`src/design/bridge_cmd_pkg.sv`:
```
// Frame level protocol seen by the SPI controller
// A frame is a run of bytes between a falling and a rising chip select
package bridge_cmd_pkg;

    // Opcode in the first byte of a frame
    // Values not listed here decode as a no-op
    typedef enum logic [7:0] {
        CMD_READ  = 8'h01,  // cmd, addr, turnaround, tail
        CMD_WRITE = 8'h02   // cmd, addr, data
    } cmd_op_e;

    // Position of the byte now being shifted in
    typedef enum logic [1:0] {
        POS_CMD  = 2'd0,    // Opcode byte
        POS_ADDR = 2'd1,    // Register address
        POS_DATA = 2'd2,    // Write data, or turnaround on a read
        POS_TAIL = 2'd3     // Read data goes out here, saturates
    } frame_pos_e;

    // Returned on every byte that carries no read data
    localparam logic [7:0] FILLER_BYTE = 8'h00;

endpackage

```
`src/design/wb_bus_pkg.sv`:
```
// Definitions for the internal Wishbone side of the bridge
package wb_bus_pkg;

    // Request kind handed from the frame decoder to the bus master
    typedef enum logic {
        WB_OP_READ  = 1'b0,
        WB_OP_WRITE = 1'b1
    } wb_op_e;

    // Registers behind the slave, one per address
    localparam int REG_COUNT = 8;

endpackage

```
`src/design/spi_shift.sv`:
```
`timescale 1ns/1ps

// SPI mode 0 shift core, oversampled on the system clock
// SDI sampled on SCK rise, SDO changes on SCK fall, MSB first
module spi_shift
    import bridge_cmd_pkg::*;
#(
    parameter int DATA_WIDTH = 8
) (
    input  logic                  spi_cs_ni,     // System clock
    input  logic                  spi_sck_i,     // Async reset, active high
    input  logic                  ser_cs_ni,     // SPI chip select pin
    input  logic                  ser_sck_i,     // SPI clock pin
    input  logic                  ser_sdi_i,     // SPI data in pin
    output logic                  ser_sdo_o,     // SPI data out pin
    input  logic [DATA_WIDTH-1:0] tx_byte_i,     // Next byte to send
    output logic [DATA_WIDTH-1:0] rx_byte_o,     // Last byte received
    output logic                  byte_valid_o,  // One cycle, rx_byte_o is new
    output logic                  frame_end_o    // One cycle after CS rises
);
    localparam int CNT_W = $clog2(DATA_WIDTH);

    logic [1:0]            cs_sync, sck_sync, sdi_sync;  // Two-flop pin synchronizers
    logic                  cs_s, sck_s, sdi_s;
    logic                  cs_q, sck_q;                  // Previous synced level
    logic                  sck_rise, sck_fall, cs_fall, cs_rise;
    logic [CNT_W-1:0]      bit_cnt;                      // Rises seen in current byte
    logic                  byte_done;                    // Last bit just shifted in
    logic                  load_q;                       // Reload tx one cycle after strobe
    logic [DATA_WIDTH-1:0] rx_sr;
    logic [DATA_WIDTH-1:0] tx_sr;

    assign cs_s  = cs_sync[1];
    assign sck_s = sck_sync[1];
    assign sdi_s = sdi_sync[1];

    // Edge detect on synced levels, third clock of the pin latency
    assign sck_rise = sck_s & ~sck_q;
    assign sck_fall = ~sck_s & sck_q;
    assign cs_fall  = ~cs_s & cs_q;
    assign cs_rise  = cs_s & ~cs_q;

    always_ff @(posedge spi_cs_ni or posedge spi_sck_i) begin
        if (spi_sck_i) begin
            cs_sync      <= 2'b11;  // Deselected
            sck_sync     <= 2'b00;  // Mode 0 idles low
            sdi_sync     <= 2'b00;
            cs_q         <= 1'b1;
            sck_q        <= 1'b0;
            bit_cnt      <= '0;
            byte_done    <= 1'b0;
            byte_valid_o <= 1'b0;
            load_q       <= 1'b0;
            frame_end_o  <= 1'b0;
        end else begin
            cs_sync   <= {cs_sync[0], ser_cs_ni};
            sck_sync  <= {sck_sync[0], ser_sck_i};
            sdi_sync  <= {sdi_sync[0], ser_sdi_i};
            cs_q      <= cs_s;
            sck_q     <= sck_s;
            byte_done <= 1'b0;
            if (cs_s) begin
                bit_cnt <= '0;  // Realign at every frame
            end else if (sck_rise) begin
                if (bit_cnt == CNT_W'(DATA_WIDTH - 1)) begin
                    bit_cnt   <= '0;
                    byte_done <= 1'b1;
                end else begin
                    bit_cnt <= bit_cnt + 1'b1;
                end
            end
            byte_valid_o <= byte_done;  // Fourth clock after the 8th rise
            load_q       <= byte_valid_o;
            frame_end_o  <= cs_rise;
        end
    end

    // Receive path
    always_ff @(posedge spi_cs_ni) begin
        if (sck_rise && !cs_s) rx_sr <= {rx_sr[DATA_WIDTH-2:0], sdi_s};
        if (byte_done) rx_byte_o <= rx_sr;  // Held until the next byte completes
    end

    // Transmit path
    // No shift on the fall after the last bit, the reload puts the next MSB out
    always_ff @(posedge spi_cs_ni or posedge spi_sck_i) begin
        if (spi_sck_i) begin
            tx_sr <= DATA_WIDTH'(FILLER_BYTE);
        end else if (cs_fall || load_q) begin
            tx_sr <= tx_byte_i;
        end else if (sck_fall && !cs_s && bit_cnt != '0) begin
            tx_sr <= {tx_sr[DATA_WIDTH-2:0], 1'b0};
        end
    end

    assign ser_sdo_o = tx_sr[DATA_WIDTH-1];

    // Strobe must come from a selected frame, CS timing is on the controller
    a_no_byte_when_idle: assert property (
        @(posedge spi_cs_ni) disable iff (spi_sck_i) byte_valid_o |-> !cs_s
    );

endmodule

```
`src/design/frame_decode.sv`:
```
`timescale 1ns/1ps

// Frame decoder
// Walks command, address and data bytes and issues at most one bus request per frame
module frame_decode
    import bridge_cmd_pkg::*;
    import wb_bus_pkg::*;
#(
    parameter int DATA_WIDTH = 8,
    parameter int ADDR_WIDTH = 3
) (
    input  logic                  spi_cs_ni,    // System clock
    input  logic                  spi_sck_i,    // Async reset, active high
    input  logic [DATA_WIDTH-1:0] rx_byte_i,
    input  logic                  byte_valid_i,
    input  logic                  frame_end_i,
    output logic                  req_o,        // One cycle request pulse
    output wb_op_e                req_op_o,
    output logic [ADDR_WIDTH-1:0] req_addr_o,
    output logic [DATA_WIDTH-1:0] req_wdata_o,
    output frame_pos_e            frame_pos_o   // Byte now on the wire
);
    frame_pos_e pos_q;
    cmd_op_e    op_q;  // Opcode of the current frame

    assign frame_pos_o = pos_q;

    always_ff @(posedge spi_cs_ni or posedge spi_sck_i) begin
        if (spi_sck_i) begin
            pos_q    <= POS_CMD;
            op_q     <= cmd_op_e'(8'h00);  // No-op
            req_o    <= 1'b0;
            req_op_o <= WB_OP_READ;
        end else begin
            req_o <= 1'b0;
            if (frame_end_i) begin
                pos_q <= POS_CMD;  // Early end drops whatever is pending
            end else if (byte_valid_i) begin
                case (pos_q)
                    POS_CMD: begin
                        op_q  <= cmd_op_e'(rx_byte_i[7:0]);
                        pos_q <= POS_ADDR;
                    end
                    POS_ADDR: begin
                        pos_q <= POS_DATA;
                        // Read goes out now so data is back before the tail
                        if (op_q == CMD_READ) begin
                            req_o    <= 1'b1;
                            req_op_o <= WB_OP_READ;
                        end
                    end
                    POS_DATA: begin
                        pos_q <= POS_TAIL;
                        // Write only once the data byte is complete
                        if (op_q == CMD_WRITE) begin
                            req_o    <= 1'b1;
                            req_op_o <= WB_OP_WRITE;
                        end
                    end
                    default: pos_q <= POS_TAIL;  // Extra bytes ignored
                endcase
            end
        end
    end

    // Request payload, valid with req_o
    always_ff @(posedge spi_cs_ni) begin
        if (byte_valid_i && pos_q == POS_ADDR) begin
            req_addr_o <= rx_byte_i[ADDR_WIDTH-1:0];  // Upper address bits dropped
        end
        if (byte_valid_i && pos_q == POS_DATA) begin
            req_wdata_o <= rx_byte_i;
        end
    end

endmodule

```
`src/design/wb_exec.sv`:
```
`timescale 1ns/1ps

// Wishbone classic master
// One request at a time, bus held until ack
module wb_exec
    import wb_bus_pkg::*;
#(
    parameter int DATA_WIDTH = 8,
    parameter int ADDR_WIDTH = 3
) (
    input  logic                  spi_cs_ni,   // System clock
    input  logic                  spi_sck_i,   // Async reset, active high
    input  logic                  req_i,
    input  wb_op_e                req_op_i,
    input  logic [ADDR_WIDTH-1:0] req_addr_i,
    input  logic [DATA_WIDTH-1:0] req_wdata_i,
    output logic                  wb_cyc_o,
    output logic                  wb_stb_o,
    output logic                  wb_we_o,
    output logic [ADDR_WIDTH-1:0] wb_adr_o,
    output logic [DATA_WIDTH-1:0] wb_dat_o,
    input  logic                  wb_ack_i,
    input  logic [DATA_WIDTH-1:0] wb_dat_i,
    output logic                  rd_valid_o,  // One cycle pulse when read data is captured
    output logic [DATA_WIDTH-1:0] rd_data_o
);
    logic start;
    logic done;

    assign start = req_i && !wb_cyc_o;
    assign done  = wb_cyc_o && wb_ack_i;

    always_ff @(posedge spi_cs_ni or posedge spi_sck_i) begin
        if (spi_sck_i) begin
            wb_cyc_o   <= 1'b0;
            wb_stb_o   <= 1'b0;
            wb_we_o    <= 1'b0;
            rd_valid_o <= 1'b0;
        end else begin
            rd_valid_o <= 1'b0;
            if (done) begin
                wb_cyc_o   <= 1'b0;      // Cycle ends the clock after ack
                wb_stb_o   <= 1'b0;
                wb_we_o    <= 1'b0;
                rd_valid_o <= !wb_we_o;  // Only reads report back
            end else if (start) begin
                wb_cyc_o <= 1'b1;
                wb_stb_o <= 1'b1;
                wb_we_o  <= (req_op_i == WB_OP_WRITE);
            end
        end
    end

    // Address and data held for the whole cycle
    always_ff @(posedge spi_cs_ni) begin
        if (start) begin
            wb_adr_o <= req_addr_i;
            wb_dat_o <= req_wdata_i;
        end
        if (done && !wb_we_o) rd_data_o <= wb_dat_i;
    end

    // Decoder spaces requests a full byte apart, so a busy bus means a lost request
    a_no_req_when_busy: assert property (
        @(posedge spi_cs_ni) disable iff (spi_sck_i) req_i |-> !wb_cyc_o
    );

    // Slave must not ack outside a strobe
    a_ack_in_strobe: assert property (
        @(posedge spi_cs_ni) disable iff (spi_sck_i) wb_ack_i |-> wb_stb_o
    );

endmodule

```
`src/design/result_load.sv`:
```
`timescale 1ns/1ps

// Result stage
// Picks the byte the shift core loads next
module result_load
    import bridge_cmd_pkg::*;
#(
    parameter int DATA_WIDTH = 8
) (
    input  logic                  spi_cs_ni,    // System clock
    input  logic                  spi_sck_i,    // Async reset, active high
    input  logic                  rd_valid_i,   // Read data from the bus master
    input  logic [DATA_WIDTH-1:0] rd_data_i,
    input  frame_pos_e            frame_pos_i,  // Position of the next byte to load
    input  logic                  frame_end_i,
    output logic [DATA_WIDTH-1:0] tx_byte_o
);
    localparam logic [DATA_WIDTH-1:0] FILL = DATA_WIDTH'(FILLER_BYTE);

    logic [DATA_WIDTH-1:0] rd_q;  // Last read value of this frame

    // Read ack arrives during the turnaround byte, well before the tail load
    always_ff @(posedge spi_cs_ni or posedge spi_sck_i) begin
        if (spi_sck_i) begin
            rd_q <= FILL;
        end else if (frame_end_i) begin
            rd_q <= FILL;       // Nothing carries over into the next frame
        end else if (rd_valid_i) begin
            rd_q <= rd_data_i;
        end
    end

    // Tail gets the read value, every other byte the filler
    // Frames without a read still show FILL here since rd_q was cleared
    assign tx_byte_o = (frame_pos_i == POS_TAIL) ? rd_q : FILL;

endmodule

```
`src/design/reg_file_wb.sv`:
```
`timescale 1ns/1ps

// Wishbone classic slave with REG_COUNT registers
// Ack one clock after strobe, never held two cycles
module reg_file_wb
    import wb_bus_pkg::*;
#(
    parameter int DATA_WIDTH = 8,
    parameter int ADDR_WIDTH = 3
) (
    input  logic                  spi_cs_ni,  // System clock
    input  logic                  spi_sck_i,  // Async reset, active high
    input  logic                  wb_cyc_i,
    input  logic                  wb_stb_i,
    input  logic                  wb_we_i,
    input  logic [ADDR_WIDTH-1:0] wb_adr_i,
    input  logic [DATA_WIDTH-1:0] wb_dat_i,
    output logic                  wb_ack_o,
    output logic [DATA_WIDTH-1:0] wb_dat_o
);
    logic [DATA_WIDTH-1:0] regs [REG_COUNT];
    logic                  access;  // First cycle of a strobe

    assign access = wb_cyc_i && wb_stb_i && !wb_ack_o;

    always_ff @(posedge spi_cs_ni or posedge spi_sck_i) begin
        if (spi_sck_i) begin
            wb_ack_o <= 1'b0;
            for (int i = 0; i < REG_COUNT; i++) begin
                regs[i] <= '0;
            end
        end else begin
            wb_ack_o <= access;  // Drops again while master releases stb
            if (access && wb_we_i) regs[wb_adr_i] <= wb_dat_i;  // Lands with the ack
        end
    end

    // Read data registered alongside the ack
    always_ff @(posedge spi_cs_ni) begin
        if (access && !wb_we_i) wb_dat_o <= regs[wb_adr_i];
    end

endmodule

```
`src/design/spi_wb_bridge.sv`:
```
`timescale 1ns/1ps

// SPI peripheral to internal Wishbone register file
// shift core -> decode -> execute -> slave, read data back via result stage
module spi_wb_bridge
    import bridge_cmd_pkg::*;
    import wb_bus_pkg::*;
#(
    parameter int DATA_WIDTH = 8,
    parameter int ADDR_WIDTH = 3
) (
    input  logic spi_cs_ni,  // System clock
    input  logic spi_sck_i,  // Async reset, active high
    input  logic ser_cs_ni,
    input  logic ser_sck_i,
    input  logic ser_sdi_i,
    output logic ser_sdo_o
);
    logic [DATA_WIDTH-1:0] rx_byte, tx_byte;
    logic                  byte_valid, frame_end;
    logic                  req;
    wb_op_e                req_op;
    logic [ADDR_WIDTH-1:0] req_addr;
    logic [DATA_WIDTH-1:0] req_wdata;
    frame_pos_e            frame_pos;
    logic                  wb_cyc, wb_stb, wb_we, wb_ack;
    logic [ADDR_WIDTH-1:0] wb_adr;
    logic [DATA_WIDTH-1:0] wb_dat_w, wb_dat_r;  // Master to slave, slave to master
    logic                  rd_valid;
    logic [DATA_WIDTH-1:0] rd_data;

    spi_shift #(.DATA_WIDTH(DATA_WIDTH)) u_shift (
        .spi_cs_ni, .spi_sck_i, .ser_cs_ni, .ser_sck_i, .ser_sdi_i, .ser_sdo_o,
        .tx_byte_i(tx_byte), .rx_byte_o(rx_byte),
        .byte_valid_o(byte_valid), .frame_end_o(frame_end)
    );

    frame_decode #(.DATA_WIDTH(DATA_WIDTH), .ADDR_WIDTH(ADDR_WIDTH)) u_decode (
        .spi_cs_ni, .spi_sck_i,
        .rx_byte_i(rx_byte), .byte_valid_i(byte_valid), .frame_end_i(frame_end),
        .req_o(req), .req_op_o(req_op), .req_addr_o(req_addr),
        .req_wdata_o(req_wdata), .frame_pos_o(frame_pos)
    );

    wb_exec #(.DATA_WIDTH(DATA_WIDTH), .ADDR_WIDTH(ADDR_WIDTH)) u_exec (
        .spi_cs_ni, .spi_sck_i,
        .req_i(req), .req_op_i(req_op), .req_addr_i(req_addr), .req_wdata_i(req_wdata),
        .wb_cyc_o(wb_cyc), .wb_stb_o(wb_stb), .wb_we_o(wb_we),
        .wb_adr_o(wb_adr), .wb_dat_o(wb_dat_w),
        .wb_ack_i(wb_ack), .wb_dat_i(wb_dat_r),
        .rd_valid_o(rd_valid), .rd_data_o(rd_data)
    );

    result_load #(.DATA_WIDTH(DATA_WIDTH)) u_result (
        .spi_cs_ni, .spi_sck_i,
        .rd_valid_i(rd_valid), .rd_data_i(rd_data),
        .frame_pos_i(frame_pos), .frame_end_i(frame_end),
        .tx_byte_o(tx_byte)
    );

    reg_file_wb #(.DATA_WIDTH(DATA_WIDTH), .ADDR_WIDTH(ADDR_WIDTH)) u_regs (
        .spi_cs_ni, .spi_sck_i,
        .wb_cyc_i(wb_cyc), .wb_stb_i(wb_stb), .wb_we_i(wb_we),
        .wb_adr_i(wb_adr), .wb_dat_i(wb_dat_w),
        .wb_ack_o(wb_ack), .wb_dat_o(wb_dat_r)
    );

endmodule

```
`config.mk`:
```
export PLATFORM = sky130hd
export DESIGN_NAME = spi_wb_bridge
export DESIGN_NICKNAME = d
export VERILOG_FILES = /design/src/design/bridge_cmd_pkg.sv /design/src/design/wb_bus_pkg.sv /design/src/design/spi_shift.sv /design/src/design/frame_decode.sv /design/src/design/wb_exec.sv /design/src/design/result_load.sv /design/src/design/reg_file_wb.sv /design/src/design/spi_wb_bridge.sv
export SDC_FILE = /design/constraint.sdc
export NUM_CORES = 1
export LEC_CHECK = 0
export BUFFER_PORTS_ARGS = -buffer_cell sky130_fd_sc_hd__buf_2
export CORE_MARGIN = 5
export CORE_UTILIZATION = 56
export CTS_CLUSTER_DIAMETER = 40
export DETAILED_ROUTE_END_ITERATION = 8
export PLACE_DENSITY = 0.8
export REMOVE_ABC_BUFFERS = 1
export SKIP_CTS_REPAIR_TIMING = 1
export SYNTH_ARGS = -nofsm -noshare
export SYNTH_HDL_FRONTEND = slang
export SYNTH_SLANG_ARGS = --single-unit
```
`constraint.sdc`:
```
create_clock -name spi_cs_ni -period 3 [get_ports spi_cs_ni]
set_clock_uncertainty 0.2 [all_clocks]
set_input_delay 0 -clock spi_cs_ni [delete_from_list [all_inputs] [get_ports spi_cs_ni]]
set_output_delay 0 -clock spi_cs_ni [all_outputs]
set_load 0.01 [all_outputs]
```
# --- Word-level counts from Yosys, hierarchy flattened ---
# Index checks and enable logic that the tools add are counted.
word_totals:
  ff_bits: 165
  in_bits: 5
  output_inout_bits: 1
  word_cells: 117
op_classes:
  addsub: 1
  magnitude_cmp: 2
  n_eq_ne: 8
  n_mux: 33
  bitwise: 10
  n_reduce_logical: 27
ops:
  columns: ["op", "n"]
  rows:
  - ["64-bit bitwise mux", 1]
  - ["8-bit 2-to-1 mux", 8]
  - ["8-bit binary-select mux with 3-bit select", 1]
  - ["8-bit demux with 3-bit select", 1]
  - ["1-bit 2-to-1 mux", 14]
  - ["1-bit logical AND", 12]
  - ["2-bit nonzero test", 6]
  - ["3-bit 2-to-1 mux", 3]
  - ["8-bit by 1-bit equality test with 1-bit output (second input constant)", 1]
  - ["8-bit by 2-bit equality test with 1-bit output (second input constant)", 1]
  - ["1-bit NOT", 5]
  - ["5-bit AND reduction", 1]
  - ["1-bit AND", 4]
  - ["2-bit equality test (second input constant)", 2]
  - ["4-bit greater-or-equal comparator (second input constant)", 1]
  - ["1-bit logical NOT", 4]
  - ["4-bit by 1-bit less-than comparator with 1-bit output (second input constant)", 1]
  - ["2-bit 2-to-1 mux", 2]
  - ["2-bit by 1-bit inequality test with 1-bit output (second input constant)", 2]
  - ["3-bit NOT with 4-bit output", 1]
  - ["1-bit case mux with 2 select lines", 2]
  - ["2-bit case mux with 2 select lines", 1]
  - ["3-bit by 1-bit adder with 3-bit output (second input constant)", 1]
  - ["3-bit equality test (second input constant)", 1]
  - ["5 further kinds", 5]

# --- Longest topological paths before layout ---
# Gate-level depths: netlist of run 1.
depth:
  ltp_word: 6
  mapped_depth: 6
  mapped_depth_nobuf: 6

# --- Hierarchy ---
# Synthesis of run 1 repeated with hierarchy kept, for this count alone.
unflattened:
  cells_unflattened: 449
  hier_area_um2: 6846.6
modules_own_cells:
  columns: ["mod", "instances", "cells_each", "area_each_um2", "seq_area_each_um2"]
  rows:
  - ["reg_file_wb", 1, 229, 3357.0, 1866.8]
  - ["spi_shift", 1, 97, 1486.4, 1059.8]
  - ["frame_decode", 1, 58, 924.6, 630.6]
  - ["wb_exec", 1, 30, 699.4, 645.6]
  - ["result_load", 1, 35, 379.1, 200.2]

# --- Worst setup path before layout of run 1 ---
# OpenSTA, ideal clock, no wires.
synth_timing:
  path_type: "register -> register"
  from: "reg u_exec.wb_adr_o[0]"
  to: "reg u_regs.wb_dat_o[0] (data pin)"
  setup_time_ns: 0.260
  t_arrival_ns: 1.459
  required_time_ns: 2.540
  slack_ns: 1.081
  stages_incl_launch_ff: 5
  path_buffers: 2
  synth_period_minus_slack_ns: 1.919
  path_cell_list: "edfxtp_1 buf_4 buf_4 mux4_2 mux2_2"
synth_via:
  elab_chain_cells: 4
synth_rtl:
  columns: ["item", "line", "text"]
  rows:
  - ["from (decl)", "wb_exec.sv:20", "output logic [ADDR_WIDTH-1:0] wb_adr_o,"]
  - ["from (signal assigned)", "wb_exec.sv:57", "wb_adr_o <= req_addr_i;"]
  - ["3-bit NOT with 4-bit output (not written as such)", "reg_file_wb.sv:40", "if (access && !wb_we_i) wb_dat_o <= regs[wb_adr_i];"]
  - ["8-bit binary-select mux with 3-bit select", "reg_file_wb.sv:40", null]
  - ["8-bit 2-to-1 mux (not written as such) (2 in a row)", "reg_file_wb.sv:40", null]
  - ["to (signal assigned)", "reg_file_wb.sv:40", null]
  - ["to (decl)", "reg_file_wb.sv:19", "output logic [DATA_WIDTH-1:0] wb_dat_o"]
# Every way passes these cells. The select of a mux whose other input is x is not followed.
# A chain may end at the register's enable or synchronous reset.

# --- Worst setup path after layout of run 1 ---
layout_timing:
  from: "reg u_exec.wb_adr_o[2]"
  to: "reg u_regs.regs[6] (netlist name)"
layout_via:
  elab_chain_cells: 6
  elab_cells_between_ends: 7
  classes_between: "order compare: 2; mux: 3; bitwise: 1; reduce/logical: 1"
layout_rtl:
  columns: ["item", "line", "text"]
  rows:
  - ["3-bit NOT with 4-bit output (not written as such) (*)", "reg_file_wb.sv:34", "if (access && wb_we_i) regs[wb_adr_i] <= wb_dat_i;"]
  - ["4-bit greater-or-equal comparator (not written as such) or 4-bit by 1-bit less-than comparator with 1-bit output (tied branches)", "reg_file_wb.sv:34", null]
  - ["1-bit logical AND (not written as such)", "reg_file_wb.sv:34", null]
  - ["8-bit 2-to-1 mux (not written as such)", "reg_file_wb.sv:34", null]
  - ["8-bit demux with 3-bit select (*)", "reg_file_wb.sv:34", null]
  - ["64-bit bitwise mux (*)", "reg_file_wb.sv:34", null]
  - ["to (signal, indexed assignment)", "reg_file_wb.sv:34", null]
  - ["to (decl)", "reg_file_wb.sv:21", "logic [DATA_WIDTH-1:0] regs [REG_COUNT];"]
# Every way passes the cells marked *; elsewhere a longest branch is shown, timed or not.

==> flow_metrics.py, run 1 <==
metrics = {
    "route": {
        "vias_per_cell": 5.728,
        "wire_per_inst_um": 19.35,
        "antenna_left": 0,
        "first_pass_iters": 4,
        "dr_total_vias": 3265,
        "drt_wl_total_mm": 11.03,
        "first_iter_violations": 223,
        "drc": 0,
    },
    "grt": {
        "overflow": 0,
        "grt_max_degree": 56,
        "grt.total_usage_pct": 17.15,
        "grt_pass1_wl_mm": 18.37,
        "grt_pass1_vias": 3492,
        "antenna_found_initial": 0,
    },
    "placement": {
        "placed_area_um2": 6689,
        "dp_hpwl_mm": 7.301,
        "place_ws_ps": 711.6,
        "portBuffers": 5,
        "gp_congestion": 0.8166,
    },
    "flow_run": {
        "cap_viol_max_count": 0,
    },
    "pwr": {
        "p_leak_nw": 3.246,
        "irDropWorstVdd_uv": 508.1,
        "power_density_nw_per_um2": 610.8,
    },
    "critical_path": {
        "crit_path_max_incr_delay_ps": 770,
        "path_class": "reg2reg",
        "critPathBufInv": 0,
        "start_kind": "flip-flop",
        "cp-end-kind": "flip-flop",
        "critPathTopFamily": "simple AND/OR/NAND/NOR gates",
        "arrival_ps": 2370,
        "slowest_stage": "edfxtp_1",
        "required_ps": 3100,
        "worstPathMaxFanout": 18,
        "crit_chain": "nand2_1, nor2_2, mux2_2",
    },
    "floorplan": {
        "dieArea_um2": 13880,
        "chipWidth_um": 117.8,
        "row_count": 39,
        "initial_core_util_pct": 57.02,
        "core_area_um2": 11420,
        "dieHeight_um": 117.8,
        "io_pins": 6,
    },
    "clock_network": {
        "cts_max_level": 4,
        "clock-root-buffer": "clkbuf_16",
        "cts_buffers": 17,
        "clock-sinks": 165,
        "clkTransAtPathRegs_ps": 60,
        "worstSkewPairLatency_ps": 420,
        "cts_buffer_depth": 2,
        "cts_tree": "yes",
    },
    "logic_synthesis": {
        "synth_area_um2": 6511,
        "synthXorXnorAreaFrac_pct": 0,
        "synth_area_leaders": "dfrtp_1 (42%), edfxtp_1 (25%), mux2_2 (14%), mux4_2 (4.2%), mux2i_1 (3.4%)",
        "synth-compound-area-share_pct": 2.229,
        "synthArstFlopShare_pct": 67.27,
        "synth_top_area_share_pct": 41.51,
        "synth-main-ff-cell": "dfrtp_1",
        "syn_area_per_cell_um2": 16.53,
        "synth_edf_count": 54,
        "synthMuxAreaShare_pct": 21.37,
        "netlist_instances": 394,
        "synth-simple-area-share_pct": 6.072,
        "synth_top_family_by_area": "multiplexers",
        "synth_common_cells": "dfrtp_1 (108), mux2_2 (79), edfxtp_1 (54)",
        "synth.most_common_cell": "dfrtp_1",
        "synth_adder_area_share_pct": 1.345,
        "synth-seq-cells": 165,
        "synth.distinct_cells": 42,
        "yosysTopAreaCell": "dfrtp_1",
        "yosys_warnings": 0,
        "seq_area_frac_synth_pct": 67.62,
    },
    "sta": {
        "relSlewSlack_pct": 37.55,
        "finalCritPeriodShare_pct": 75.67,
        "final.setup.worst_slack_ps": 729.8,
        "rsz0062_at_grt": "false",
        "setup_viol": 0,
        "setup_tns_ps": 0,
        "hold_viol_final": 0,
        "slew_violations": 0,
        "hold_slack_ps": 32.46,
        "max_freq_mhz": 440.5,
        "worstMarginPinSlew_ps": 934.8,
        "timing.final.crit_period_ps": 2270,
    },
    "finish": {
        "n_antenna_cell": 0,
        "utilization_pct": 63.87,
        "fill_cells": 781,
        "drive_gt1_share_pct": 34.19,
        "area_growth_pct": 12.01,
        "final_net_count": 426,
        "postLayoutCellArea_um2": 7293,
    },
    "status": {
        "status": "completed",
    },
    "worst_hold_path": {
        "hold_path.class": "in2reg",
    },
}
-- report_power, final --
group / switching (mW) / leakage, nW / internal [mW]
Sequential: 0.00831 / 1.99 / 2.33
Clock: 0.905 / 0.273 / 1.16
Combinational: 0.0405 / 0.983 / 0.0125
Total: 0.954 / 3.25 / 3.50
-- per-layer routing --
metal  track usage, %  vias to the layer above  share of wire [%]
li1                 -                     1493                  -
met1            22.87                     1710                 44
met2            27.02                       47                 51
met3            4.373                       15                3.3
met4            7.168                        0                1.9
met5                0                        -                  0
-- final cells by class --
cell class | instances | area [um2] | area share, %
Sequential cell | 165 | 4403 | 60.37
Multi-Input combinational cell | 209 | 2019 | 27.69
Clock buffer | 17 | 425.4 | 5.833
Tap cell | 143 | 178.9 | 2.453
Clock inverter | 15 | 138.9 | 1.904
Timing Repair Buffer | 13 | 95.09 | 1.304
Inverter | 8 | 32.53 | 0.4460
-- cells in the final DEF, fill, tap and decap left out, drive strengths merged, types with 2 or more instances in the layout --
master	count
a211o	2
a21oi	5
a31oi	2
and2	3
buf	9
clkbuf	17
clkinv	3
clkinvlp	2
dfrtp	108
dfstp	3
dlygate4sd3	4
edfxtp	54
ha	7
inv	17
mux2	80
mux2i	22
mux4	12
nand2	6
nand2b	2
nand3	10
nand3b	6
nor2	22
nor2b	2
nor3	4
nor3b	3
o21ai	10
o221ai	2
-- sequential cells by signal, indices dropped and copies added (netlist names), 8 cells and up --
register	cells
u_exec.rd_data_o	8
u_decode.req_wdata_o	8
u_decode.op_q	8
u_exec.wb_dat_o	8
u_shift.tx_sr	8
u_shift.rx_sr	8
u_regs.regs	64
u_shift.rx_byte_o	8
u_regs.wb_dat_o	8
u_result.rd_q	8
-- logic make-up (layout without fill, tap and decap cells) --
logic type               Yosys count  after routing
flip-flops                       165            165
AND/OR/NAND/NOR                   64             64
buffers and inverters             20             53
adder cells (fa/ha/maj)            7              7
AO/OA/AOI/OAI                     24             24
multiplexers                     114            114
-- final timing paths --
kind,start,endpoint,slack [ps],cells past startpoint
worst max-delay path,u_exec.wb_adr_o[2],u_regs.regs[6],730,3
worst min-delay path,ser_sdi_i,u_shift.sdi_sync[0],30,2
worst max register to register,u_exec.wb_adr_o[2],u_regs.regs[6],730,3
worst min register to register,u_shift.sdi_sync[0],u_shift.sdi_sync[1],160,0
max in group asynchronous,spi_sck_i,u_regs.regs[5],1700,4
min in group asynchronous,spi_sck_i,u_regs.regs[20],40,3
-- metrics by stage --
stage | instances | power [mW]
after floorplan | 382 | 2.411
after global placement | 534 | 2.428
after detailed placement | 534 | 2.431
after CTS | 566 | 4.497
after global routing | 570 | 4.599
final | 570 | 4.455
(Power assumes the default switching activity.)
==> inputs of run 2 (changes only) <==
--- a/config.mk
+++ b/config.mk
@@ -7,10 +7,10 @@
 export LEC_CHECK = 0
 export BUFFER_PORTS_ARGS = -buffer_cell sky130_fd_sc_hd__buf_2
 export CORE_MARGIN = 5
-export CORE_UTILIZATION = 56
+export CORE_UTILIZATION = 62
 export CTS_CLUSTER_DIAMETER = 40
 export DETAILED_ROUTE_END_ITERATION = 8
-export PLACE_DENSITY = 0.8
+export PLACE_DENSITY = 0.83
 export REMOVE_ABC_BUFFERS = 1
 export SKIP_CTS_REPAIR_TIMING = 1
 export SYNTH_ARGS = -nofsm -noshare
==> constraint.sdc (replaced) <==
create_clock -name spi_cs_ni -period 2.17 [get_ports spi_cs_ni]
set_clock_uncertainty 0.2 [all_clocks]
set_input_delay 0 -clock spi_cs_ni [delete_from_list [all_inputs] [get_ports spi_cs_ni]]
set_output_delay 0 -clock spi_cs_ni [all_outputs]
set_load 0.01 [all_outputs]
==> run 2 against run 1 <==
Against the previous run:
- non-clock buffer count increased by 19
- sequential power up 38%
- hold slack gained 120 ps
- combinational power up 62%
- critical path type unchanged
==> flow_metrics.py, run 2 (synthesis gave the netlist of run 1 again) <==
metrics = {
    "status": {
        "status": "completed",
    },
    "critical_path": {
        "path_class": "reg2reg",
        "arrival_ps": 2230,
        "slowest_stage": "dfrtp_1",
        "crit_chain": "nand3b_1, nor2_2, nand3b_2, mux2_1",
        "critPathBufInv": 0,
        "ff2ff_path_depth": 4,
        "worstPathMaxFanout": 8,
        "rr_endpoint": "u_regs.regs[31]",
        "cp_num_cells": 4,
        "cp-end-kind": "flip-flop",
        "ff2ff_setup_slack_ps": 160,
        "critPathTopFamily": "simple AND/OR/NAND/NOR gates",
        "required_ps": 2390,
        "start_kind": "flip-flop",
        "crit_path_max_incr_delay_ps": 480,
        "r2r_start": "u_exec.wb_we_o",
    },
    "finish": {
        "fin_cells": 582,
        "n_antenna_cell": 0,
        "largest_reg_flops": 64,
        "multi_input_area_um2": 2019,
        "top_register": "u_regs.regs",
        "final_net_count": 445,
        "drive_gt1_share_pct": 36.55,
        "mostFrequentLayoutCell": "dfrtp_1",
        "postLayoutCellArea_um2": 7488,
        "fill_cells": 621,
        "register_area_um2": 4403,
        "utilization_pct": 72.86,
        "area_growth_pct": 15.01,
        "layout_common_cells": "dfrtp_1 (108), mux2_2 (79), edfxtp_1 (54)",
    },
    "pwr": {
        "p_leak_nw": 3.368,
        "power_density_nw_per_um2": 828.5,
        "p_sw_mw": 1.381,
        "p_clk_share_pct": 46.6,
        "pwr-share-seq_pct": 52.0,
        "irDropWorstVdd_uv": 751.7,
        "p_sw_share_pct": 22.26,
        "p_int_mw": 4.823,
        "pwr-share-comb_pct": 1.4,
    },
    "sta": {
        "max_freq_mhz": 497.6,
        "hold_slack_ps": 152.1,
        "hold_viol_final": 0,
        "relSlewSlack_pct": 66.37,
        "setup_viol": 0,
        "slew_violations": 0,
        "timing.final.crit_period_ps": 2010,
        "rsz0062_at_grt": "false",
        "worstMarginPinSlew_ps": 503.0,
        "finalCritPeriodShare_pct": 92.62,
    },
    "route": {
        "drt_wl_total_mm": 11.77,
        "first_iter_violations": 295,
        "first_pass_iters": 4,
        "drc": 0,
        "wire_per_inst_um": 20.22,
        "dr_total_vias": 3426,
        "antenna_left": 0,
        "vias_per_cell": 5.887,
    },
    "worst_hold_path": {
        "worstHoldStart": "u_shift.sck_sync[0]",
        "hold_depth": 0,
        "hold_path.class": "reg2reg",
        "hold_path_end": "u_shift.sck_sync[1]",
    },
    "grt": {
        "overflow": 0,
        "antenna_found_initial": 0,
        "grt_max_degree": 61,
        "grt.total_usage_pct": 20.60,
        "grt_pass1_wl_mm": 19.85,
        "grt_pass1_vias": 3720,
    },
    "flow_run": {
        "cap_viol_max_count": 0,
    },
    "floorplan": {
        "chipWidth_um": 112.5,
        "io_pins": 6,
        "row_count": 37,
        "core_area_um2": 10280,
        "dieArea_um2": 12650,
        "dieHeight_um": 112.5,
        "initial_core_util_pct": 63.36,
    },
    "placement": {
        "portBuffers": 5,
        "dp_hpwl_mm": 7.589,
        "placed_area_um2": 6830,
        "dp_cells": 542,
        "gp_congestion": 0.7831,
    },
    "clock_network": {
        "cts_buffers": 17,
        "clkTransAtPathRegs_ps": 70,
        "cts_max_level": 4,
        "clock-root-buffer": "clkbuf_8",
        "cts_buffer_depth": 2,
        "worstSkewPairLatency_ps": 540,
        "clock-sinks": 165,
        "cts_tree": "yes",
    },
}
## run 2: changes by cell type in the layout (fill, tap and decap cells not counted), moves of 2 or more
cell and change:
inv_6 -2, dlygate4sd3_1 +4, clkinv_1 -2, inv_8 +2
clkinvlp_4 -2, buf_12 +3, buf_4 +12, clkinv_4 +3
## run 2: stage by stage
stage | TNS [ps] | total power [mW] | setup WS, ps
floorplan | -110950 | 3.334 | -955.7
global placement | 0 | 3.361 | 281.4
detailed placement | 0 | 3.365 | 193.7
CTS | 0 | 6.251 | 159.1
global route | 0 | 6.432 | 18.68
finish | 0 | 6.204 | 160.2
## run 2: layout make-up
type | count | share of cell area, %
clock buffers | 17 | 5.530
well taps | 136 | 2.272
multi-input cells | 209 | 26.97
clock inverters | 15 | 2.189
flip-flops and latches | 165 | 58.80
inverters | 8 | 0.4344
repair buffers | 32 | 3.810
## run 2: worst reg2reg max path, delay by kind of cell, from the launching register on
| family | cells | cell delay, ps |
|---|---|---|
| and+or+nand+nor | 3 | 800 |
| muxes | 1 | 410 |
| DFF | 1 | 480 |
## run 2: worst max-delay path by stage
stage                    from                 endpoint  slack [ps]
2_1_floorplan       spi_sck_i  u_decode.frame_pos_o[0]        -960
3_3_place_gp   u_exec.wb_we_o          u_regs.regs[31]         280
3_5_place_dp   u_exec.wb_we_o          u_regs.regs[31]         190
4_1_cts        u_exec.wb_we_o          u_regs.regs[31]         160
5_1_grt        u_exec.wb_we_o          u_regs.regs[31]          20
6_report       u_exec.wb_we_o          u_regs.regs[31]         160
## run 2: power by group through the flow
stage                     clock [mW]  sequential, mW  combinational, mW
after floorplan                    0            3.29             0.0466
after global placement             0            3.29             0.0741
after detailed placement           0            3.29             0.0767
after CTS                       2.95            3.23             0.0775
after global routing            3.10            3.23              0.101
final                           2.89            3.23             0.0858
## run 2: routing by layer
| layer | global-route usage (%) | wire [um] | vias to the layer above |
|---|---|---|---|
| li1 | - | - | 1541 |
| met1 | 26.68 | 5000 | 1797 |
| met2 | 33.69 | 6080 | 62 |
| met3 | 6.523 | 446 | 26 |
| met4 | 6.250 | 242 | 0 |
| met5 | 0 | 0 | - |
